$ cat config.mk
export PLATFORM = sky130hd
export DESIGN_NAME = branch_unit_top
export DESIGN_NICKNAME = d
export VERILOG_FILES = /design/src/rv_isa_pkg.sv /design/src/tomasulo_pkg.sv /design/src/branch_functional_unit.sv /design/src/branch_reservation_station.sv /design/src/branch_unit_top.sv
export VERILOG_INCLUDE_DIRS = /design/src
export SDC_FILE = /design/constraint.sdc
export NUM_CORES = 1
export LEC_CHECK = 0
export ABC_AREA = 1
export ABC_CLOCK_PERIOD_IN_PS = 5230
export BUFFER_PORTS_ARGS = -buffer_cell sky130_fd_sc_hd__buf_4
export CORE_UTILIZATION = 35
export CTS_CLUSTER_SIZE = 28
export DETAILED_ROUTE_END_ITERATION = 10
export PLACE_DENSITY = 0.48
export SYNTH_ARGS = -nofsm -noshare
export SYNTH_HDL_FRONTEND = slang
export SYNTH_HIERARCHICAL = 1
export SYNTH_SLANG_ARGS = --single-unit
$ cat constraint.sdc
create_clock -name clk -period 5.23 [get_ports clk]
set_clock_uncertainty 0.05 [all_clocks]
set_input_delay 0.7845 -clock clk [delete_from_list [all_inputs] [get_ports clk]]
set_output_delay 0.7845 -clock clk [all_outputs]
set_load 0.005 [all_outputs]
$ cat src/branch_macros.svh
// width and depth macros for the branch cluster, include ahead of any code that sizes a bus
`ifndef BRANCH_MACROS_SVH
`define BRANCH_MACROS_SVH

// data and address width, rv32
`define XLEN 32

// rob entry tag, also names the producer of a pending operand
`define ROB_TAG_W 4

// branch reservation station entries, 2 or more
`define BRS_DEPTH 4

`endif

$ cat src/rv_isa_pkg.sv
// instruction-set side encodings for branch execution, referenced as rv_isa_pkg::name
package rv_isa_pkg;

	// funct3 of B_TYPE
	// bit 0 set means the sense of the compare is inverted
	// bits 2:1 pick eq, signed lt or unsigned lt
	typedef enum logic [2:0] {
		BEQ  = 3'b000,	// v1 == v2
		BNE  = 3'b001,	// !(v1 == v2)
		BLT  = 3'b100,	// signed v1 < v2
		BGE  = 3'b101,	// !(signed v1 < v2)
		BLTU = 3'b110,	// unsigned v1 < v2
		BGEU = 3'b111	// !(unsigned v1 < v2)
	} branch_funct3_e;

	// what the branch unit does with the operands
	// conditional branch compares, jalr adds
	// jal never reaches this unit
	typedef enum logic {
		KIND_BRANCH = 1'b0,	// B_TYPE, target precomputed at decode
		KIND_JALR   = 1'b1	// target is rs1 + imm
	} branch_kind_e;

endpackage

$ cat src/tomasulo_pkg.sv
// machine-side types of the out-of-order core, shared by the branch station, unit and bench
`include "branch_macros.svh"

package tomasulo_pkg;

	// tag reading of an operand word
	typedef struct packed {
		logic [`XLEN-`ROB_TAG_W-1:0] upper;	// don't care while waiting
		logic [`ROB_TAG_W-1:0]       tag;	// producer rob entry
	} tag_word_t;

	// one operand word, either the value itself or the producer tag
	typedef union packed {
		logic [`XLEN-1:0] value;
		tag_word_t        tag_word;
	} operand_u;

	// ready selects the reading of data
	typedef struct packed {
		logic     ready;	// 1: data.value valid, 0: data.tag_word valid
		operand_u data;
	} operand_t;

	// what dispatch hands to the branch station
	typedef struct packed {
		logic [`ROB_TAG_W-1:0]      rob_tag;
		rv_isa_pkg::branch_kind_e   kind;
		rv_isa_pkg::branch_funct3_e funct3;
		operand_t                   v1;	// rs1
		operand_t                   v2;	// rs2, or the immediate for jalr (always ready)
		logic [`XLEN-1:0]           pc_plus_four;
		logic [`XLEN-1:0]           pc_plus_immediate;
		logic [`XLEN-1:0]           predicted_next_instruction;
	} branch_issue_t;

	// common data bus, one broadcast per cycle
	typedef struct packed {
		logic                  valid;
		logic [`ROB_TAG_W-1:0] tag;	// producing rob entry
		logic [`XLEN-1:0]      value;
	} cdb_t;

	// resolved branch towards the rob
	typedef struct packed {
		logic [`ROB_TAG_W-1:0] rob_tag;
		logic [`XLEN-1:0]      next_instruction;
		logic                  redirect_mispredicted;	// fetch must restart at next_instruction
	} branch_result_t;

endpackage

$ cat src/branch_functional_unit.sv
// combinational branch resolution, compares or adds the operands and flags a wrong prediction
`include "branch_macros.svh"

module branch_functional_unit (
	input  logic [`XLEN-1:0]         v1,	// rs1
	input  logic [`XLEN-1:0]         v2,	// rs2, or imm for jalr
	input  logic [`XLEN-1:0]         pc_plus_four,
	input  logic [`XLEN-1:0]         pc_plus_immediate,
	input  logic [`XLEN-1:0]         predicted_next_instruction,
	input  rv_isa_pkg::branch_funct3_e funct3,
	input  rv_isa_pkg::branch_kind_e   kind,
	output logic [`XLEN-1:0]         next_instruction,
	output logic                     redirect_mispredicted
);

	logic             v1_eq_v2;
	logic             v1_lt_v2;	// signed
	logic             v1_ltu_v2;	// unsigned
	logic             branch_comparison;
	logic             branch_taken;
	logic [`XLEN-1:0] branch_target;
	logic [`XLEN-1:0] jalr_target;

	// jalr target, bit 0 left as is
	assign jalr_target = v1 + v2;

	// all three compares in parallel
	assign v1_eq_v2  = (v1 == v2);
	assign v1_lt_v2  = ($signed(v1) < $signed(v2));
	assign v1_ltu_v2 = (v1 < v2);

	always_comb begin
		case (funct3)
			rv_isa_pkg::BEQ,
			rv_isa_pkg::BNE:  branch_comparison = v1_eq_v2;
			rv_isa_pkg::BLT,
			rv_isa_pkg::BGE:  branch_comparison = v1_lt_v2;
			rv_isa_pkg::BLTU,
			rv_isa_pkg::BGEU: branch_comparison = v1_ltu_v2;
			default:          branch_comparison = 1'b0;	// 010/011 not a branch, never issued
		endcase
	end

	// odd funct3 = negated compare
	assign branch_taken  = branch_comparison ^ funct3[0];
	assign branch_target = branch_taken ? pc_plus_immediate : pc_plus_four;

	// kind always names one of the two paths
	always_comb begin
		if (kind == rv_isa_pkg::KIND_JALR) begin
			next_instruction = jalr_target;
		end else begin
			next_instruction = branch_target;
		end
	end

	// any difference from the fetch guess means redirect
	assign redirect_mispredicted = (next_instruction != predicted_next_instruction);

endmodule

$ cat src/branch_reservation_station.sv
// branch reservation station, waits for operands on the cdb and fires the oldest-index ready entry
`include "branch_macros.svh"

module branch_reservation_station (
	input  logic                        clk,
	input  logic                        arst_n,
	input  logic                        flush,	// one-cycle, empties the station
	input  logic                        issue,	// only while full is low
	input  tomasulo_pkg::branch_issue_t issue_packet,
	input  tomasulo_pkg::cdb_t          cdb,
	output logic                        full,
	output tomasulo_pkg::branch_issue_t fire_packet,	// operands resolved when fire
	output logic                        fire,
	input  logic [`XLEN-1:0]            fu_next_instruction,
	input  logic                        fu_mispredicted,
	output logic                        result_valid,
	output tomasulo_pkg::branch_result_t result
);

	localparam int IDX_W = $clog2(`BRS_DEPTH);

	logic [`BRS_DEPTH-1:0]       valid;
	logic [`BRS_DEPTH-1:0]       ready;	// valid and both operands present
	tomasulo_pkg::branch_issue_t entries [`BRS_DEPTH];
	logic [IDX_W-1:0]            free_idx;
	logic [IDX_W-1:0]            fire_idx;
	logic                        do_issue;

	// snoop the cdb for one waiting operand
	function automatic tomasulo_pkg::operand_t capture(
		input tomasulo_pkg::operand_t op,
		input tomasulo_pkg::cdb_t     bus
	);
		tomasulo_pkg::operand_t res;
		res = op;
		if (!op.ready && bus.valid && (op.data.tag_word.tag == bus.tag)) begin
			res.ready      = 1'b1;
			res.data.value = bus.value;
		end
		return res;
	endfunction

	assign full     = &valid;
	assign do_issue = issue && !full;

	always_comb begin
		for (int i = 0; i < `BRS_DEPTH; i++) begin
			ready[i] = valid[i] && entries[i].v1.ready && entries[i].v2.ready;
		end
	end

	// lowest free slot, scan from the top so index 0 wins
	always_comb begin
		free_idx = '0;
		for (int i = `BRS_DEPTH - 1; i >= 0; i--) begin
			if (!valid[i]) free_idx = IDX_W'(i);
		end
	end

	// lowest ready slot
	always_comb begin
		fire_idx = '0;
		for (int i = `BRS_DEPTH - 1; i >= 0; i--) begin
			if (ready[i]) fire_idx = IDX_W'(i);
		end
	end

	assign fire        = |ready;
	assign fire_packet = entries[fire_idx];	// only meaningful with fire

	// occupancy
	always_ff @(posedge clk or negedge arst_n) begin
		if (!arst_n) begin
			valid <= '0;
		end else if (flush) begin
			valid <= '0;	// also drops a same-edge issue
		end else begin
			if (fire) valid[fire_idx] <= 1'b0;	// freed as it leaves
			if (do_issue) valid[free_idx] <= 1'b1;	// free slot never equals fire slot
		end
	end

	// entry payload, cdb capture on every edge
	always_ff @(posedge clk) begin
		for (int i = 0; i < `BRS_DEPTH; i++) begin
			entries[i].v1 <= capture(entries[i].v1, cdb);
			entries[i].v2 <= capture(entries[i].v2, cdb);
		end
		if (do_issue) begin
			entries[free_idx]    <= issue_packet;
			entries[free_idx].v1 <= capture(issue_packet.v1, cdb);	// same-cycle broadcast
			entries[free_idx].v2 <= capture(issue_packet.v2, cdb);
		end
	end

	// result strobe, flush kills the one being registered
	always_ff @(posedge clk or negedge arst_n) begin
		if (!arst_n) begin
			result_valid <= 1'b0;
		end else begin
			result_valid <= fire && !flush;
		end
	end

	always_ff @(posedge clk) begin
		result.rob_tag               <= fire_packet.rob_tag;
		result.next_instruction      <= fu_next_instruction;
		result.redirect_mispredicted <= fu_mispredicted;
	end

endmodule

$ cat src/branch_unit_top.sv
// branch execution cluster top, reservation station feeding the combinational branch unit
`include "branch_macros.svh"

module branch_unit_top (
	input  logic                         clk,
	input  logic                         arst_n,
	input  logic                         flush,
	input  logic                         issue,
	input  tomasulo_pkg::branch_issue_t  issue_packet,
	input  tomasulo_pkg::cdb_t           cdb,
	output logic                         full,
	output logic                         result_valid,
	output tomasulo_pkg::branch_result_t result
);

	tomasulo_pkg::branch_issue_t fire_packet;	// selected entry, operands resolved
	logic                        fire;
	logic [`XLEN-1:0]            fu_next_instruction;
	logic                        fu_mispredicted;

	branch_reservation_station brs0 (
		.clk                 (clk),
		.arst_n              (arst_n),
		.flush               (flush),
		.issue               (issue),
		.issue_packet        (issue_packet),
		.cdb                 (cdb),
		.full                (full),
		.fire_packet         (fire_packet),
		.fire                (fire),
		.fu_next_instruction (fu_next_instruction),
		.fu_mispredicted     (fu_mispredicted),
		.result_valid        (result_valid),
		.result              (result)
	);

	// unit is purely combinational, its answer only counts while fire is high
	branch_functional_unit bfu0 (
		.v1                         (fire ? fire_packet.v1.data.value : '0),
		.v2                         (fire ? fire_packet.v2.data.value : '0),
		.pc_plus_four               (fire_packet.pc_plus_four),
		.pc_plus_immediate          (fire_packet.pc_plus_immediate),
		.predicted_next_instruction (fire_packet.predicted_next_instruction),
		.funct3                     (fire_packet.funct3),
		.kind                       (fire_packet.kind),
		.next_instruction           (fu_next_instruction),
		.redirect_mispredicted      (fu_mispredicted)
	);

endmodule

==> qor.yml <==
status:
  status: "complete, no violations"
timing:
  clock.fmax_mhz: 206
  fin_tns_setup_ns: 0
  fin_crit_ns: 4.86
  rsz0062_at_grt: "false"
  drv_slew: 0
  relSlewSlack_pct: 31.9
  tightestPinTransition_ns: 1.02
  final_hold_viol_count: 0
  finalSetupViolations: 0
  period_share_pct: 92.9
setup_path:
  required_ns: 5.73
  critPathArrivalTime_ns: 5.36
  end_kind: "register"
  startpoint_type: "register"
  cpPeakStageDelay_ns: 0.43
  critical_path_class: "reg -> reg"
  worstPathMaxFanout: 37
  crit_slowest_cell: "edfxtp_1"
  crit_top_cell: "nand2_1"
place:
  place_area_sq_um: 41100
  dp_hpwl_microns: 85400
  portBuffers: 249
  gp_congestion: 0.898
pwr:
  p_leak_nw: 18.8
  finalPower_mw: 14.7
  peakVddDrop_v: 0.000236
  pwr_density_cell_nw_per_um2: 334
floorplanning:
  start_util_pct: 35.4
  rows: 120
  ios: 250
  fp.dieH_microns: 331
  core-area_sq_um: 107000
  die_area_sq_um: 110000
  die_x_microns: 331
cts:
  cts_tree: "built"
  clockBufferDepth: 3
  cts.sink_count: 722
  htree_levels: 3
  clock-root-buffer: "clkbuf_16"
  cts_buffers: 84
  clk_pin_slew_ns: 0.06
  clock_latency_ns: 0.67
job:
  maxCapViolations: 0
cells_and_area:
  multi_input_area_sq_um: 13600
  drive_gt1_share_pct: 12.3
  stdcell_area_sq_um: 44000
  syn2layout_area_growth_pct: 16.0
  fillers: 10700
  seq_area_sq_um: 21300
  nets: 4607
  postLayoutCoreUtil_pct: 41.0
  final_common_cell: "nand3_1"
  n_antenna_cell: 0
  most-common-layout-cells: "nand3_1 (1097), nand2_1 (979), edfxtp_1 (680), inv_1 (501), buf_4 (308)"
global_route:
  grt_pass1_vias: 28700
  antenna_found_initial: 1
  grt_pass1_wl_microns: 194000
  grt_max_degree: 119
  overflow: 0
  gr-usage-all-layers_pct: 23.6
routing:
  first_iter_violations: 2813
  routedWlPerCell_microns: 23.1
  via_per_inst: 5.24
  firstDrtPassIters: 8
  vias: 30400
  drc: 0
  wirelength_microns: 134000
  drtAntennaViolNets: 0
worst_hold_path:
  min_path_type: "in -> reg"
synth:
  syn_avg_cell_area_sq_um: 9.13
  yosysWarnings: 6
  syn_area_sq_um: 37900
  netlist_instances: 4156
  syn-num-nets: 4431
## registers in the layout, summed over array words and instances (netlist names)
register and flops:
brs0/valid 4, brs0/result_valid 1, brs0/result 37, brs0/entries 680
## critical path, delay by kind of cell, from the launching register on
kind | cells | cell delay, ns
buffers and inverters | 4 | 0.73
and+or+nand+nor | 23 | 3.12
DFF | 1 | 0.43
adders and majority gates | 1 | 0.35
## timing repair
| action | 4_1_cts | 5_1_grt |
|---|---|---|
| hold buffers | 1 | 0 |
| setup endpoints to repair | 0 | 1 |
| gates resized for setup | 0 | 5 |
| endpoints found under the hold margin | 5 | 0 |
| buffers inserted | 0 | 2 |
## power breakdown
group          leakage [nW]  total, mW  switching (mW)  internal [mW]
Combinational          10.9       2.07            1.40          0.668
Clock                  1.34       5.91            2.46           3.45
Sequential             6.63       6.70          0.0835           6.62
Total                  18.8       14.7            3.95           10.7
## path summary, 6_finish.rpt
path / slack [ns] / cells after the start / start / to
worst max-delay path: 0.37 / 28 / brs0/entries[0][128] / brs0/result[0]
worst min-delay path: 0.27 / 1 / issue_packet[51] / brs0/entries[2][51]
worst min register to register: 0.43 / 2 / brs0/entries[3][169] / brs0/result[36]
worst max register to register: 0.37 / 28 / brs0/entries[0][128] / brs0/result[0]
min in group asynchronous: 0.41 / 2 / arst_n / brs0/valid[0]
max in group asynchronous: 4.59 / 2 / arst_n / brs0/valid[2]
## layout make-up
| class | count | area share (%) |
|---|---|---|
| Sequential cell | 722 | 48.4 |
| Multi-Input combinational cell | 2675 | 30.8 |
| Timing Repair Buffer | 326 | 6.05 |
| Clock buffer | 123 | 5.45 |
| Inverter | 523 | 4.50 |
| Tap cell | 1403 | 3.99 |
| Clock inverter | 32 | 0.816 |
## per-stage QoR
stage                     std cells  setup slack (ns)  hold WS, ns
after global routing           5804            0.0340        0.246
after global placement         5642             0.324        0.424
final                          5804             0.370        0.268
after CTS                      5798             0.245        0.224
after detailed placement       5642             0.231        0.426
after floorplan                4156             0.536        0.412
## layer usage
layer / GRT usage (%) / wire length, microns / up-vias
met2: 38.5 / 62400 / 1178
met5: 0 / 0 / -
met4: 7.12 / 3560 / 0
met3: 3.40 / 8870 / 184
met1: 32.5 / 59000 / 14600
li1: - / - / 14500
No activity file was read; power rests on OpenSTA's default activity.
